File: src/hdl/ebusPkg.sv
package ebusPkg;

  // Machine word and the APB address that reaches the EBUS
  localparam int wordWidth = 36;
  localparam int addrWidth = 6;

  // Number of interrupt levels on the PI, also the APR flag count
  localparam int numLevels = 7;

  // Device codes carried in paddr[5:4]
  localparam logic [1:0] devApr = 2'd0;
  localparam logic [1:0] devPi  = 2'd1;

  // EBUS function codes carried in paddr[3:2]
  localparam logic [1:0] fnDatao = 2'd0;
  localparam logic [1:0] fnDatai = 2'd1;
  localparam logic [1:0] fnCono  = 2'd2;
  localparam logic [1:0] fnConi  = 2'd3;

  // Field layout of a CONO word, most significant field first
  typedef struct packed {
    logic [23:0]          reserved;
    logic                 clearAll;
    logic                 sysOn;
    logic                 sysOff;
    logic                 setSel;
    logic                 clrSel;
    logic [numLevels-1:0] levelSel;
  } conoFields;

  // The same 36 bits are plain data for DATAO and a command for CONO
  typedef union packed {
    logic [wordWidth-1:0] raw;
    conoFields            cono;
  } ebusWord;

endpackage

File: src/hdl/ebusDecode.sv
`timescale 1ns/1ps

module ebusDecode (
  input  logic                         clk,
  input  logic                         rstN,
  input  logic                         psel,
  input  logic                         penable,
  input  logic                         pwrite,
  input  logic [ebusPkg::addrWidth-1:0] paddr,
  input  logic [ebusPkg::wordWidth-1:0] pwdata,
  output logic                         aprSel,
  output logic                         piSel,
  output logic [1:0]                   func,
  output logic [ebusPkg::wordWidth-1:0] wdata,
  output logic                         xfer,
  output logic                         xferErr
);

  import ebusPkg::*;

  logic       setup;
  logic [1:0] dev;
  logic [1:0] fn;
  logic       isRead;
  logic       devBad;
  logic       dirBad;
  logic       piDatao;
  logic       illegal;
  ebusWord    wdataReg;

  // The setup phase lasts exactly one cycle, so one operation is issued per transfer
  assign setup = psel && !penable;

  // Low two address bits are byte offsets and play no part in the decode
  assign dev = paddr[5:4];
  assign fn  = paddr[3:2];

  assign isRead  = (fn == fnDatai) || (fn == fnConi);
  assign devBad  = (dev != devApr) && (dev != devPi);
  assign dirBad  = (pwrite == isRead);

  // The PI has no data register
  assign piDatao = (dev == devPi) && (fn == fnDatao);

  assign illegal = devBad || dirBad || piDatao;

  always_ff @(posedge clk or negedge rstN) begin
    if (!rstN) begin
      aprSel  <= 1'b0;
      piSel   <= 1'b0;
      xfer    <= 1'b0;
      xferErr <= 1'b0;
    end else begin
      xfer    <= setup;
      xferErr <= setup && illegal;
      // A rejected access strobes no device, so no state can change
      aprSel  <= setup && !illegal && (dev == devApr);
      piSel   <= setup && !illegal && (dev == devPi);
    end
  end

  // Function and write word are only looked at while a strobe is high
  always_ff @(posedge clk) begin
    if (setup) begin
      func         <= fn;
      wdataReg.raw <= pwdata;
    end
  end

  assign wdata = wdataReg.raw;

endmodule

File: src/hdl/aprDevice.sv
`timescale 1ns/1ps

module aprDevice (
  input  logic                         clk,
  input  logic                         rstN,
  input  logic                         aprSel,
  input  logic [1:0]                   func,
  input  logic [ebusPkg::wordWidth-1:0] wdata,
  output logic                         aprDrive,
  output logic [ebusPkg::wordWidth-1:0] aprData,
  output logic                         aprIrq
);

  import ebusPkg::*;

  ebusWord              cmd;
  logic [wordWidth-1:0] dataReg;
  logic [numLevels-1:0] flags;
  logic [numLevels-1:0] flagsNext;
  logic                 enable;
  logic                 doDatao;
  logic                 doCono;

  assign cmd.raw = wdata;

  assign doDatao = aprSel && (func == fnDatao);
  assign doCono  = aprSel && (func == fnCono);

  // Only reads put the APR on the bus
  always_comb begin
    aprDrive = aprSel && ((func == fnDatai) || (func == fnConi));
    aprData  = '0;
    if (aprSel && (func == fnDatai)) begin
      aprData = dataReg;
    end else if (aprSel && (func == fnConi)) begin
      aprData = {{(wordWidth - numLevels - 1){1'b0}}, enable, flags};
    end
  end

  // Set is applied first so that a clear of the same flag wins
  always_comb begin
    flagsNext = flags;
    if (cmd.cono.clearAll) begin
      flagsNext = '0;
    end else begin
      if (cmd.cono.setSel) flagsNext = flagsNext | cmd.cono.levelSel;
      if (cmd.cono.clrSel) flagsNext = flagsNext & ~cmd.cono.levelSel;
    end
  end

  always_ff @(posedge clk or negedge rstN) begin
    if (!rstN) begin
      dataReg <= '0;
      flags   <= '0;
      enable  <= 1'b0;
      aprIrq  <= 1'b0;
    end else begin
      if (doDatao) begin
        dataReg <= cmd.raw;
      end
      if (doCono) begin
        flags <= flagsNext;
        if (cmd.cono.sysOn)  enable <= 1'b1;
        if (cmd.cono.sysOff) enable <= 1'b0;
      end
      // Follows the stored state, so it trails a CONO by one cycle
      aprIrq <= enable && (|flags);
    end
  end

endmodule

File: src/hdl/piDevice.sv
`timescale 1ns/1ps

module piDevice (
  input  logic                         clk,
  input  logic                         rstN,
  input  logic                         piSel,
  input  logic [1:0]                   func,
  input  logic [ebusPkg::wordWidth-1:0] wdata,
  input  logic [ebusPkg::numLevels-1:0] intReq,
  output logic                         piDrive,
  output logic [ebusPkg::wordWidth-1:0] piData,
  output logic [2:0]                   piLevel
);

  import ebusPkg::*;

  ebusWord              cmd;
  logic                 sysEn;
  logic [numLevels-1:0] levelEn;
  logic [numLevels-1:0] levelEnNext;
  logic [numLevels-1:0] active;
  logic [2:0]           levelNext;
  logic                 doCono;

  assign cmd.raw = wdata;
  assign doCono  = piSel && (func == fnCono);

  // Requests only count on enabled levels and only with the system on
  assign active = sysEn ? (intReq & levelEn) : '0;

  // Level 1 is intReq[0] and beats every other level
  always_comb begin
    levelNext = 3'd0;
    for (int i = numLevels - 1; i >= 0; i--) begin
      if (active[i]) begin
        levelNext = 3'(i + 1);
      end
    end
  end

  // Clear beats set for the same level, as on the APR
  always_comb begin
    levelEnNext = levelEn;
    if (cmd.cono.setSel) levelEnNext = levelEnNext | cmd.cono.levelSel;
    if (cmd.cono.clrSel) levelEnNext = levelEnNext & ~cmd.cono.levelSel;
  end

  always_comb begin
    piDrive = piSel && ((func == fnDatai) || (func == fnConi));
    piData  = '0;
    if (piSel && (func == fnDatai)) begin
      piData = {{(wordWidth - 3){1'b0}}, piLevel};
    end else if (piSel && (func == fnConi)) begin
      // System enable in bit 14, level enables in 13:7, active levels in 6:0
      piData = {{(wordWidth - 2 * numLevels - 1){1'b0}}, sysEn, levelEn, active};
    end
  end

  always_ff @(posedge clk or negedge rstN) begin
    if (!rstN) begin
      sysEn   <= 1'b0;
      levelEn <= '0;
      piLevel <= 3'd0;
    end else begin
      if (doCono) begin
        if (cmd.cono.clearAll) begin
          sysEn   <= 1'b0;
          levelEn <= '0;
        end else begin
          levelEn <= levelEnNext;
          if (cmd.cono.sysOn)  sysEn <= 1'b1;
          if (cmd.cono.sysOff) sysEn <= 1'b0;
        end
      end
      piLevel <= levelNext;
    end
  end

endmodule

File: src/hdl/ebusResult.sv
`timescale 1ns/1ps

module ebusResult (
  input  logic                         clk,
  input  logic                         rstN,
  input  logic                         xfer,
  input  logic                         xferErr,
  input  logic                         aprDrive,
  input  logic [ebusPkg::wordWidth-1:0] aprData,
  input  logic                         piDrive,
  input  logic [ebusPkg::wordWidth-1:0] piData,
  output logic [ebusPkg::wordWidth-1:0] prdata,
  output logic                         pready,
  output logic                         pslverr
);

  import ebusPkg::*;

  logic [wordWidth-1:0] busData;

  // Several devices can drive the EBUS, so the bus itself lives here.
  // Writes and rejected accesses leave the bus idle and read as zero
  always_comb begin
    if (aprDrive)     busData = aprData;
    else if (piDrive) busData = piData;
    else              busData = '0;
  end

  always_ff @(posedge clk or negedge rstN) begin
    if (!rstN) begin
      pready  <= 1'b0;
      pslverr <= 1'b0;
    end else begin
      // One wait state, then a single-cycle response
      pready  <= xfer;
      pslverr <= xferErr;
    end
  end

  always_ff @(posedge clk) begin
    if (xfer) begin
      prdata <= busData;
    end
  end

endmodule

File: src/hdl/ebusTop.sv
`timescale 1ns/1ps

module ebusTop (
  input  logic                         clk,
  input  logic                         rstN,
  input  logic                         psel,
  input  logic                         penable,
  input  logic                         pwrite,
  input  logic [ebusPkg::addrWidth-1:0] paddr,
  input  logic [ebusPkg::wordWidth-1:0] pwdata,
  output logic [ebusPkg::wordWidth-1:0] prdata,
  output logic                         pready,
  output logic                         pslverr,
  input  logic [ebusPkg::numLevels-1:0] intReq,
  output logic [2:0]                   piLevel,
  output logic                         aprIrq
);

  import ebusPkg::*;

  logic                 aprSel;
  logic                 piSel;
  logic [1:0]           func;
  logic [wordWidth-1:0] wdata;
  logic                 xfer;
  logic                 xferErr;
  logic                 aprDrive;
  logic [wordWidth-1:0] aprData;
  logic                 piDrive;
  logic [wordWidth-1:0] piData;

  // APB setup phase becomes one EBUS operation
  ebusDecode ebusDecode_inst (
    .clk     (clk),
    .rstN    (rstN),
    .psel    (psel),
    .penable (penable),
    .pwrite  (pwrite),
    .paddr   (paddr),
    .pwdata  (pwdata),
    .aprSel  (aprSel),
    .piSel   (piSel),
    .func    (func),
    .wdata   (wdata),
    .xfer    (xfer),
    .xferErr (xferErr)
  );

  aprDevice aprDevice_inst (
    .clk      (clk),
    .rstN     (rstN),
    .aprSel   (aprSel),
    .func     (func),
    .wdata    (wdata),
    .aprDrive (aprDrive),
    .aprData  (aprData),
    .aprIrq   (aprIrq)
  );

  piDevice piDevice_inst (
    .clk     (clk),
    .rstN    (rstN),
    .piSel   (piSel),
    .func    (func),
    .wdata   (wdata),
    .intReq  (intReq),
    .piDrive (piDrive),
    .piData  (piData),
    .piLevel (piLevel)
  );

  // Bus mux and APB response
  ebusResult ebusResult_inst (
    .clk      (clk),
    .rstN     (rstN),
    .xfer     (xfer),
    .xferErr  (xferErr),
    .aprDrive (aprDrive),
    .aprData  (aprData),
    .piDrive  (piDrive),
    .piData   (piData),
    .prdata   (prdata),
    .pready   (pready),
    .pslverr  (pslverr)
  );

endmodule

File: config.mk
export PLATFORM = sky130hd
export DESIGN_NAME = ebusTop
export DESIGN_NICKNAME = d
export VERILOG_FILES = /design/src/hdl/ebusPkg.sv /design/src/hdl/ebusDecode.sv /design/src/hdl/aprDevice.sv /design/src/hdl/piDevice.sv /design/src/hdl/ebusResult.sv /design/src/hdl/ebusTop.sv
export SDC_FILE = /design/constraint.sdc
export NUM_CORES = 1
export LEC_CHECK = 0
export BUFFER_PORTS_ARGS = -buffer_cell sky130_fd_sc_hd__clkbuf_2
export CORE_ASPECT_RATIO = 0.7
export CORE_MARGIN = 2
export CORE_UTILIZATION = 30
export CTS_CLUSTER_DIAMETER = 40
export CTS_CLUSTER_SIZE = 40
export DETAILED_ROUTE_END_ITERATION = 12
export PLACE_DENSITY = 0.58
export REMOVE_ABC_BUFFERS = 1
export SYNTH_ARGS = -nofsm -noshare
export SYNTH_HDL_FRONTEND = slang
export SYNTH_SLANG_ARGS = --single-unit
export TNS_END_PERCENT = 100
File: constraint.sdc
create_clock -name clk -period 1.7 [get_ports clk]
set_clock_uncertainty 0.2 [all_clocks]
set_input_delay 0.255 -clock clk [delete_from_list [all_inputs] [get_ports clk]]
set_output_delay 0.255 -clock clk [all_outputs]
set_load 0.01 [all_outputs]
* Word-level counts from Yosys, hierarchy flattened
Cells that the tools add are included.
** Word-level totals
- Register bits :: 136
- Input bits :: 54
- Output and inout port bits :: 42
- Logic and storage cells :: 86
** Operators by class
- Reductions and logical operators :: 32
- Muxes and demuxes :: 24
- Equal/unequal tests :: 8
- Bitwise operators :: 6
** Operator list (count)
- $mux 36 :: 4
- $mux 7 :: 8
- $and 7x7->7 :: 3
- $mux 3 :: 7
- $logic_and 1x1->1 :: 17
- $mux 15 :: 1
- $or 7x7->7 :: 2
- $mux 8 :: 1
- $not 7->7 :: 1
- $reduce_or 7->1 :: 1
- $eq 2x1->1 const B :: 3
- $eq 2x2->1 const B :: 3
- $logic_not 2->1 :: 3
- $logic_or 1x1->1 :: 4
- $reduce_and 2->1 :: 2
- $reduce_bool 2->1 :: 2
- $mux 1 :: 3
- $reduce_bool 3->1 :: 1
- $logic_not 1->1 :: 2
- $ne 2x1->1 const B :: 1
- $eq 1x1->1 :: 1

* Longest topological paths before layout
Gate-level depths: netlist of the first run.
- Depth in word-level cells :: 9
- Mapped depth :: 5
- Gate-level depth less buffers :: 3

* By module
From an unflattened synthesis of the first run, not the netlist that was laid out.
** Second synthesis, totals
- Cell total of the unflattened synthesis :: 430
- Area total of the unflattened synthesis :: 6082.1 sq um
** Modules (own cells, without submodules)
- aprDevice :: area an instance 2298.5 sq um, instances 1, cells each 176
- ebusResult :: area an instance 1550.2 sq um, instances 1, cells each 85
- ebusDecode :: area an instance 1333.8 sq um, instances 1, cells each 54
- piDevice :: area an instance 899.6 sq um, instances 1, cells each 115

* Worst setup path before layout of the first run
Ideal clock, no wire load.
- Kind :: input to register
- From :: input port penable
- To :: register ebusDecode_inst.func[0], enable pin
- Arrival time :: 1.195 ns
- Library setup time :: 0.394 ns
- Cell stages on the path :: 2
- Required time :: 1.106 ns
- Path slack :: -0.088 ns
- Path through :: nand2b_1 inv_1
** On the way
- Cells in the longest elaborated chain, start to end :: 2
** Ends and longest elaborated chain
- start, declared :: line ebusTop.sv:7 : input logic penable,
- $logic_not 1->1 :: line ebusDecode.sv:32 : assign setup = psel && !penable;
- $logic_and 1x1->1 :: line ebusDecode.sv:32
- net ebusDecode_inst.setup :: line ebusDecode.sv:21 : logic setup;
- end signal, assigned :: line ebusDecode.sv:65 : func <= fn;
- end, declared :: line ebusDecode.sv:13 : output logic [1:0] func,
The timed path passes the listed nets, and every way through them passes these cells.
A chain may end at the register's enable or synchronous reset.

* Final worst setup path of the first run
- From :: register ebusDecode_inst.func[0]
- To :: register aprDevice_inst.dataReg[33]
** On the way
- Cells in the longest elaborated chain, start to end :: 2
** Ends and longest elaborated chain
- $logic_not 2->1 :: line aprDevice.sv:26 : assign doDatao = aprSel && (func == fnDatao);
- $logic_and 1x1->1 :: line aprDevice.sv:26
- end signal, assigned :: line aprDevice.sv:59 : dataReg <= cmd.raw;
- end, declared :: line aprDevice.sv:17 : logic [wordWidth-1:0] dataReg;
No other way between the ends.

==> flow_summary_export.csv, run 1 <==
group,metric,value,unit
power_and_ir_drop,combPwrFrac,0.078,
route,vias,3502,
cts,cts_buffer_depth,2,
finish,diodes,0,
yosys,ys_warn_count,0,
worst_setup_path,critPathCaptureType,"register",
power_and_ir_drop,leakage,0.00323,µW
global_route,overflow,0,
sta,final.setup.worst_slack,-26.3,ps
min_path,hold_path.class,"in2reg",
yosys,syn_avg_cell_area,15.8,µm²
route,vias_per_cell,4.61,
power_and_ir_drop,power_frac_clock,0.434,
sta,fin_crit,1730,ps
finish,fin_nets,565,
yosys,syn_inst,343,
worst_setup_path,ff2ff_path_depth,4,
power_and_ir_drop,p_sw_frac,0.227,
floorplan,fp.dieArea,19100,µm²
floorplan,chipHeight,116,µm
power_and_ir_drop,p_switching,1800,µW
route,wire_per_inst,17.0,µm
sta,worst_pin_slew,406,ps
yosys,synthXorXnorAreaFrac,0,
finish,area_growth_syn_to_layout,37.6,%
power_and_ir_drop,max-vdd-ir-drop,585,µV
placed_design,dp_cells,671,
route,first_iter_violations,323,
floorplan,start_util,0.303,
yosys,yosysSeqAreaShare,0.698,
yosys,synth.area.mux_share,0.113,
global_route,grtUsageTotal,0.140,
worst_setup_path,worstPathArrival,1830,ps
yosys,synth_top_family_by_area,"multiplexers",
floorplan,io_pins,96,
route,dr.pass1.iters,5,
route,postRouteAntennaNets,0,
floorplan,core-area,17900,µm²
cts,clock_sinks,136,
sta,finalCritPeriodShare,1.02,
finish,layout.cells.non_filler,760,
cts,clkTransAtPathRegs,60,ps
job,maxCapViolCount,0,
power_and_ir_drop,power.total,7930,µW
floorplan,dieWidth,164,µm
worst_setup_path,crit_required,1800,ps
yosys,synth_simple_gate_area_frac,0.0938,
placed_design,portBuffers,93,
cts,insertion_delay,420,ps
global_route,grt_pass1_vias,3351,
cts,cts-root-buf,"clkbuf_16",
power_and_ir_drop,seqPwrFrac,0.488,
global_route,grt_pass1_wl,19100,µm
yosys,synth_area,5400,µm²
worst_setup_path,critical_path_class,"reg2reg",
yosys,async_flop_share,0.456,
cts,cts.htree.levels,4,
power_and_ir_drop,internal_power,6140,µW
finish,drive_gt1_frac,0.370,
cts,cts_tree,"built",
sta,setup_viol,14,
worst_setup_path,reg2reg_slack,-30,ps
yosys,synth_edf_count,74,
floorplan,num_rows,41,
sta,max_freq,579,MHz
sta,rsz0062_at_grt,"yes",
sta,drv_slew,0,
worst_setup_path,crit_fanout,7,
worst_setup_path,startpoint_type,"register",
min_path,whs_path_depth,4,
outcome,outcome,"finished, violations left",
sta,hold_violations,0,
global_route,antenna_found_initial,0,
yosys,ys_ff_latch,136,
yosys,synth_compound_area_frac,0.0646,
yosys,synth.distinct_cells,41,
route,drcViolationCount,0,
yosys,synthAdderAreaFrac,0,
route,finalWirelength,12900,µm
global_route,grt_max_degree,63,
power_and_ir_drop,powerDensity,1070,nW/µm²
placed_design,gp_congestion,0.864,
yosys,synth-main-ff-cell,"edfxtp_1",
sta,timing.max_slew.rel_slack,0.729,
outcome,violations,"setup timing",
cts,cts_buffers,17,
placed_design,hpwlAfterDp,8110,µm
## routing by layer
layer,share of wire,global-route usage
met1,0.50,0.215
met2,0.41,0.182
met3,0.071,0.0327
met4,0.016,0.0643
met5,0,0
## area by class of cell
type / count / area (µm²)
Clock buffer: 20 / 447
Clock inverter: 12 / 104
Fill cell: 1665 / 10400
Inverter: 5 / 18.8
Multi-Input combinational cell: 186 / 1510
Sequential cell: 136 / 3770
Tap cell: 236 / 295
Timing Repair Buffer: 165 / 1280
## synth_stat cells (5+ instances only)
| cell type | instances | area share |
|---|---|---|
| a22o_1 | 8 | 0.013 |
| and2_1 | 21 | 0.024 |
| dfrtp_1 | 62 | 0.29 |
| edfxtp_1 | 74 | 0.41 |
| inv_1 | 5 | 0.0035 |
| mux2_2 | 6 | 0.013 |
| mux2_4 | 30 | 0.083 |
| mux2i_1 | 9 | 0.017 |
| nand2_1 | 24 | 0.017 |
| nand3_1 | 13 | 0.012 |
| nor2_1 | 10 | 0.0069 |
| nor2b_1 | 5 | 0.0058 |
| o22ai_1 | 8 | 0.0093 |
| o31ai_1 | 11 | 0.015 |
## power by group through the flow
stage	Clock (µW)	Combinational [µW]	Sequential, µW
6_report	3440	620	3870
5_1_grt	3670	673	3900
4_1_cts	3520	619	3870
3_5_place_dp	0	516	3930
3_3_place_gp	0	508	3930
2_1_floorplan	0	258	3920
## cell families after synthesis
family / Yosys count
compound gates: 48
buf+inv: 22
flops: 136
mux: 45
simple gates: 92
## critical path: stages (launching register included)
cell and delay, ps:
edfxtp_1 520, nor3b_4 240, buf_4 190, clkbuf_16 170, mux2_4 290
## metrics by stage
step	setup WS (ps)	TNS, ps	area (µm²)	util	hold WS [ps]
after floorplan	-1960	-72270	5260	-	-241
after global placement	-34.2	-184	6210	0.348	105
after detailed placement	-76.9	-1240	6210	0.348	107
after CTS	-29.3	-420	7350	0.412	11.3
after global routing	-67.6	-1900	7430	0.416	61.3
final	-26.3	-176	7430	0.416	33.7
## layout by cell type (no fill, tap or decap), drive strengths merged, types with 5 or more instances in the layout
master       instances
a22o                 8
and2                21
buf                 26
clkbuf             113
clkinv               8
dfrtp               62
dlygate4sd3         46
edfxtp              74
inv                  5
mux2                36
mux2i                9
nand2               25
nand3               13
nor2                12
nor2b                5
o22ai                8
o31ai               11
## state kept, by name, indices dropped and copies added (netlist names), 2 cells and up
signal                  cells
ebusResult_inst.prdata     36
aprDevice_inst.flags        7
ebusDecode_inst.func        2
piDevice_inst.levelEn       7
aprDevice_inst.dataReg     36
piDevice_inst.piLevel       3
ebusDecode_inst.wdata      36
## final timing paths
kind                                                    from                                     end
min in group asynchronous                               rstN   aprDevice_inst.dataReg[1]$_DFFE_PN0P_
max reg2reg                ebusDecode_inst.func[0]$_DFFE_PP_  aprDevice_inst.dataReg[33]$_DFFE_PN0P_
min                                                intReq[3]      piDevice_inst.piLevel[1]$_DFF_PN0_
max                        ebusDecode_inst.func[0]$_DFFE_PP_  aprDevice_inst.dataReg[33]$_DFFE_PN0P_
max in group asynchronous                               rstN          ebusDecode_inst.xfer$_DFF_PN0_
min reg2reg                ebusDecode_inst.xferErr$_DFF_PN0_       ebusResult_inst.pslverr$_DFF_PN0_
## what timing repair did
item	in CTS	in global routing
gates resized for setup	13	6
cloned	3	1
endpoints found under the setup margin	64	49
buffers inserted	4	3
endpoints found under the hold margin	104	0
pin swaps	1	1
hold buffers	46	0
(Power assumes the default switching activity.)
==> run 2: changes to the inputs <==
--- a/config.mk
+++ b/config.mk
@@ -12,7 +12,7 @@
 export CTS_CLUSTER_DIAMETER = 40
 export CTS_CLUSTER_SIZE = 40
 export DETAILED_ROUTE_END_ITERATION = 12
-export PLACE_DENSITY = 0.58
+export PLACE_DENSITY = 0.6
 export REMOVE_ABC_BUFFERS = 1
 export SYNTH_ARGS = -nofsm -noshare
 export SYNTH_HDL_FRONTEND = slang
==> run 2 against run 1 <==
Net effect: sequential share of layout area fell by 0.10 points; largest cell class unchanged; routed wire length rose by 4.4%; combinational power rose by 3.2%; critical endpoint is now ebusResult_inst.prdata[13]$_DFFE_PP_; sequential cell count unchanged; global-route usage rose by 0.48 points; the run now ends clean; power increased by 1.1%; critical path depth unchanged; die area is the same; via count grew 1.1%; largest power group unchanged; utilization is 0.084 points higher.
==> flow_summary_export.csv, run 2 (synthesis results as in run 1) <==
group,metric,value,unit
cts,cts_tree,"built",
cts,cts_buffer_depth,2,
route,wire_per_inst,17.7,µm
worst_setup_path,critPathCaptureType,"register",
global_route,grtUsageTotal,0.144,
worst_setup_path,crit_family,"flip-flops",
route,vias_per_cell,4.66,
worst_setup_path,crit_required,1650,ps
route,vias,3539,
placed_design,place_area,6230,µm²
worst_setup_path,max_stage_delay,450,ps
route,postRouteAntennaNets,0,
sta,timing.max_slew.rel_slack,0.746,
floorplan,num_rows,41,
route,finalWirelength,13500,µm
finish,area_growth_syn_to_layout,37.9,%
cts,clkTransAtPathRegs,60,ps
placed_design,gp_congestion,0.872,
cts,cts.htree.levels,4,
min_path,hold_path.class,"in2reg",
sta,rsz0062_at_grt,"yes",
sta,drv_slew,0,
placed_design,dp_cells,674,
finish,mostFrequentLayoutCells,"clkbuf_2 (92), edfxtp_1 (74), dfrtp_1 (61), dlygate4sd3_1 (45), mux2_4 (33)",
worst_setup_path,crit_fanout,10,
worst_setup_path,startpoint_type,"register",
sta,finalCritPeriodShare,0.996,
power_and_ir_drop,leakage,0.00324,µW
sta,final.setup.worst_slack,7.36,ps
placed_design,place_ws,-101,ps
sta,max_freq,591,MHz
worst_setup_path,slowest_stage,"edfxtp_1",
finish,diodes,0,
worst_setup_path,critical_path_class,"reg2reg",
finish,drive_gt1_frac,0.382,
finish,fin_nets,565,
route,drcViolationCount,0,
placed_design,portBuffers,93,
floorplan,core-area,17900,µm²
sta,holdWs,18.9,ps
floorplan,start_util,0.303,
cts,clock_sinks,136,
global_route,grt_max_degree,32,
finish,final_cell_area,7450,µm²
sta,hold_violations,0,
global_route,antenna_found_initial,0,
worst_setup_path,path_cells,"buf_4, and4b_2, buf_12, a22o_1",
floorplan,io_pins,96,
finish,layout.cells.non_filler,760,
sta,worst_pin_slew,381,ps
cts,cts_buffers,17,
global_route,grt_pass1_wl,20300,µm
worst_setup_path,worstPathArrival,1640,ps
sta,setup_viol,0,
floorplan,chipHeight,116,µm
worst_setup_path,timing.critical_path.buf_inv,2,
global_route,overflow,0,
finish,final_common_cell,"clkbuf_2",
placed_design,hpwlAfterDp,8710,µm
cts,insertion_delay,410,ps
cts,cts-root-buf,"clkbuf_16",
route,dr.pass1.iters,4,
floorplan,dieWidth,164,µm
power_and_ir_drop,powerDensity,1080,nW/µm²
outcome,outcome,"complete, no violations",
sta,setup_tns,0,ps
global_route,grt_pass1_vias,3596,
route,first_iter_violations,241,
job,maxCapViolCount,0,
power_and_ir_drop,max-vdd-ir-drop,580,µV
sta,fin_crit,1690,ps
floorplan,fp.dieArea,19100,µm²
[run 2: area by class of cell]
cell class | count | area [µm²]
Multi-Input combinational cell | 186 | 1540
Sequential cell | 136 | 3770
Clock inverter | 14 | 134
Fill cell | 1666 | 10400
Timing Repair Buffer | 165 | 1260
Tap cell | 236 | 295
Inverter | 5 | 18.8
Clock buffer | 18 | 429
[run 2: path summary, 6_finish.rpt]
check,cells past startpoint,from,slack [ps],to
setup / recovery,4,ebusDecode_inst.func[0]$_DFFE_PP_,7,ebusResult_inst.prdata[13]$_DFFE_PP_
min in group asynchronous,2,rstN,60,aprDevice_inst.dataReg[1]$_DFFE_PN0P_
setup reg to reg,4,ebusDecode_inst.func[0]$_DFFE_PP_,7,ebusResult_inst.prdata[13]$_DFFE_PP_
max in group asynchronous,3,rstN,700,ebusDecode_inst.xfer$_DFF_PN0_
hold / removal,4,intReq[1],20,piDevice_inst.piLevel[0]$_DFF_PN0_
hold reg to reg,0,ebusDecode_inst.xferErr$_DFF_PN0_,180,ebusResult_inst.pslverr$_DFF_PN0_
[run 2: layer usage]
| metal | wire (µm) | share of wire | vias up | GRT usage |
|---|---|---|---|---|
| met5 | 0 | 0 | - | 0 |
| met4 | 188 | 0.014 | 0 | 0.0551 |
| met3 | 793 | 0.059 | 11 | 0.0362 |
| met2 | 5890 | 0.44 | 140 | 0.214 |
| met1 | 6610 | 0.49 | 1765 | 0.205 |
| li1 | - | - | 1623 | - |
[run 2: what timing repair did]
action	CTS	global route
resized for setup	5	12
gates cloned	1	3
setup buffers	1	4
endpoints found under the setup margin	32	43
pin swaps	2	1
hold buffers	45	0
hold endpoints to repair	104	0
[run 2: where the power goes]
group / internal [µW] / switching (µW) / leakage, µW
Combinational: 368 / 272 / 0.00144
Clock: 2140 / 1380 / 0.000274
Sequential: 3730 / 137 / 0.00153
[run 2: through the flow]
stage	utilization	total power [µW]
finish	0.417	8020
floorplan	-	4180
global route	0.417	8330
detailed placement	0.349	4460
CTS	0.408	8070
global placement	0.349	4440
[run 2: worst register-to-register path, delay by kind of cell, from the launching register on]
kind | cells | cell delay (ps)
buffers and inverters | 2 | 350
DFF | 1 | 450
AOI/OAI and AO/OA | 1 | 180
and+or+nand+nor | 1 | 260
==> run 3: changes to the inputs <==
--- a/config.mk
+++ b/config.mk
@@ -7,7 +7,6 @@
 export LEC_CHECK = 0
 export BUFFER_PORTS_ARGS = -buffer_cell sky130_fd_sc_hd__clkbuf_2
 export CORE_ASPECT_RATIO = 0.7
-export CORE_MARGIN = 2
 export CORE_UTILIZATION = 30
 export CTS_CLUSTER_DIAMETER = 40
 export CTS_CLUSTER_SIZE = 40
==> constraint.sdc (replaced) <==
create_clock -name clk -period 1.7 [get_ports clk]
set_clock_uncertainty 0.2 [all_clocks]
set_input_delay 0.51 -clock clk [delete_from_list [all_inputs] [get_ports clk]]
set_output_delay 0.51 -clock clk [all_outputs]
set_load 0.01 [all_outputs]
==> run 3 against run 2 <==
Net effect: clock power fell by 1%; highest routed layer unchanged; critical path depth fell by 1; the run now ends with setup timing left; sequential share of layout area rose by 2.5 points; via count fell by 5.0%.
==> flow_summary_export.csv, run 3 (synthesis results as in run 1) <==
group,metric,value,unit
global_route,use_met2,0.201,
route,vias_per_cell,4.71,
placed_design,gp_congestion,0.885,
floorplan,dieWidth,162,µm
global_route,grt_pass1_wl,19000,µm
cts,cts_buffer_depth,2,
floorplan,core-area,17400,µm²
floorplan,start_util,0.311,
sta,max_freq,588,MHz
finish,fin_nets,524,
finish,diodes,0,
worst_setup_path,r2r-start,"ebusDecode_inst.func[1]$_DFFE_PP_",
sta,fin_crit,1700,ps
sta,setup_viol,1,
floorplan,num_rows,40,
placed_design,hpwlAfterDp,8150,µm
power_and_ir_drop,leakage,0.00306,µW
sta,finalCritPeriodShare,1.00,
sta,final.setup.worst_slack,-0.566,ps
cts,clock_sinks,136,
finish,final_util,0.409,
route,finalWirelength,12500,µm
worst_setup_path,ff2ff_path_depth,3,
route,vias,3363,
cts,insertion_delay,400,ps
global_route,grt_use_met3,0.0431,
floorplan,io_pins,96,
cts,cts.htree.levels,4,
finish,mostFrequentLayoutCells,"clkbuf_2 (92), edfxtp_1 (74), dfrtp_1 (61), mux2_4 (36), nand2_1 (23)",
worst_setup_path,worstPathArrival,1640,ps
floorplan,fp.dieArea,18600,µm²
route,postRouteAntennaNets,0,
worst_setup_path,crit_required,1640,ps
min_path,whs_path_depth,1,
placed_design,place_area,6230,µm²
placed_design,portBuffers,93,
cts,clkTransAtPathRegs,60,ps
finish,final_common_cell,"clkbuf_2",
placed_design,dp_cells,670,
outcome,violations,"setup timing",
worst_setup_path,critPathCaptureType,"register",
power_and_ir_drop,powerDensity,1120,nW/µm²
sta,timing.max_slew.rel_slack,0.744,
finish,layout.cells.non_filler,714,
cts,cts_buffers,17,
sta,worst_pin_slew,380,ps
floorplan,chipHeight,114,µm
global_route,top_usage_layer,"met1",
route,drcViolationCount,0,
global_route,antenna_found_initial,0,
worst_setup_path,r2r-end,"ebusResult_inst.prdata[0]$_DFFE_PP_",
global_route,grtUsageTotal,0.140,
worst_setup_path,critical_path_class,"reg2reg",
cts,cts-root-buf,"clkbuf_16",
power_and_ir_drop,max-vdd-ir-drop,628,µV
worst_setup_path,crit_fanout,17,
finish,drive_gt1_frac,0.435,
sta,rsz0062_at_grt,"yes",
cts,cts_tree,"built",
worst_setup_path,reg2reg_slack,-0.6,ps
global_route,overflow,0,
finish,final_cell_area,7100,µm²
sta,hold_violations,0,
global_route,met1_usage,0.201,
global_route,grt_max_degree,32,
job,maxCapViolCount,0,
sta,drv_slew,0,
worst_setup_path,startpoint_type,"register",
route,first_iter_violations,223,
route,wire_per_inst,17.5,µm
outcome,outcome,"finished, violations left",
finish,area_growth_syn_to_layout,31.3,%
min_path,hold_path.class,"in2reg",
min_path,hold-path-endpoint,"ebusDecode_inst.wdata[22]$_DFFE_PP_",
route,dr.pass1.iters,4,
min_path,holdCritStartpoint,"pwdata[22]",
global_route,grt_pass1_vias,3339,
==> run 3: worst max-delay path, cell delays in order (launching register included) <==
cell and delay (ps):
edfxtp_1 440, buf_4 310, mux2i_1 350, o22ai_1 130
==> run 3: cell type report <==
class / instances / area (µm²)
multi-input cells: 186 / 1600
clock inverters: 13 / 121
repair buffers: 124 / 851
fillers: 1607 / 10300
well taps: 231 / 289
clock buffers: 19 / 443
flip-flops and latches: 136 / 3770
inverters: 5 / 18.8
==> run 3: what timing repair did <==
| action | CTS | global route |
|---|---|---|
| hold buffers | 1 | 0 |
| endpoints found under the hold margin | 9 | 0 |
| pin swaps | 3 | 10 |
| gates resized for setup | 13 | 25 |
| gates cloned | 2 | 1 |
| setup endpoints to repair | 81 | 63 |
| buffers inserted | 3 | 5 |
==> run 3: how the worst max path moves through the flow <==
stage                                      startpoint                                      to  slack (ps)
CTS                 ebusDecode_inst.func[1]$_DFFE_PP_    ebusResult_inst.prdata[10]$_DFFE_PP_          -6
detailed placement  ebusDecode_inst.func[0]$_DFFE_PP_     ebusResult_inst.prdata[8]$_DFFE_PP_         -80
global placement    ebusDecode_inst.func[1]$_DFFE_PP_    piDevice_inst.levelEn[5]$_DFFE_PN0P_         -40
finish              ebusDecode_inst.func[1]$_DFFE_PP_     ebusResult_inst.prdata[0]$_DFFE_PP_        -0.6
floorplan           ebusDecode_inst.func[1]$_DFFE_PP_  aprDevice_inst.dataReg[11]$_DFFE_PN0P_       -1960
global route        ebusDecode_inst.func[1]$_DFFE_PP_     ebusResult_inst.prdata[2]$_DFFE_PP_         -50
==> run 3: stage by stage <==
step	TNS (ps)	hold WS [ps]	setup slack (ps)	power [µW]
global route	-1550	57.0	-51.4	8220
floorplan	-82380	14.4	-1960	4180
detailed placement	-2840	138	-84.6	4460
CTS	-9.96	61.8	-5.96	7980
finish	-0.566	78.3	-0.566	7920
global placement	-336	141	-43.7	4430
==> run 3: report_power, final <==
part | internal (µW) | total, µW | switching (µW)
registers | 3730 | 3860 | 138
logic | 318 | 576 | 257
clock network | 2060 | 3480 | 1420
total | 6100 | 7920 | 1820
==> run 3: per-layer routing <==
metal  wire length, µm  up-vias
met3              1040       14
li1                  -     1529
met4                93        0
met5                 0        -
met1              5990     1669
met2              5380      151
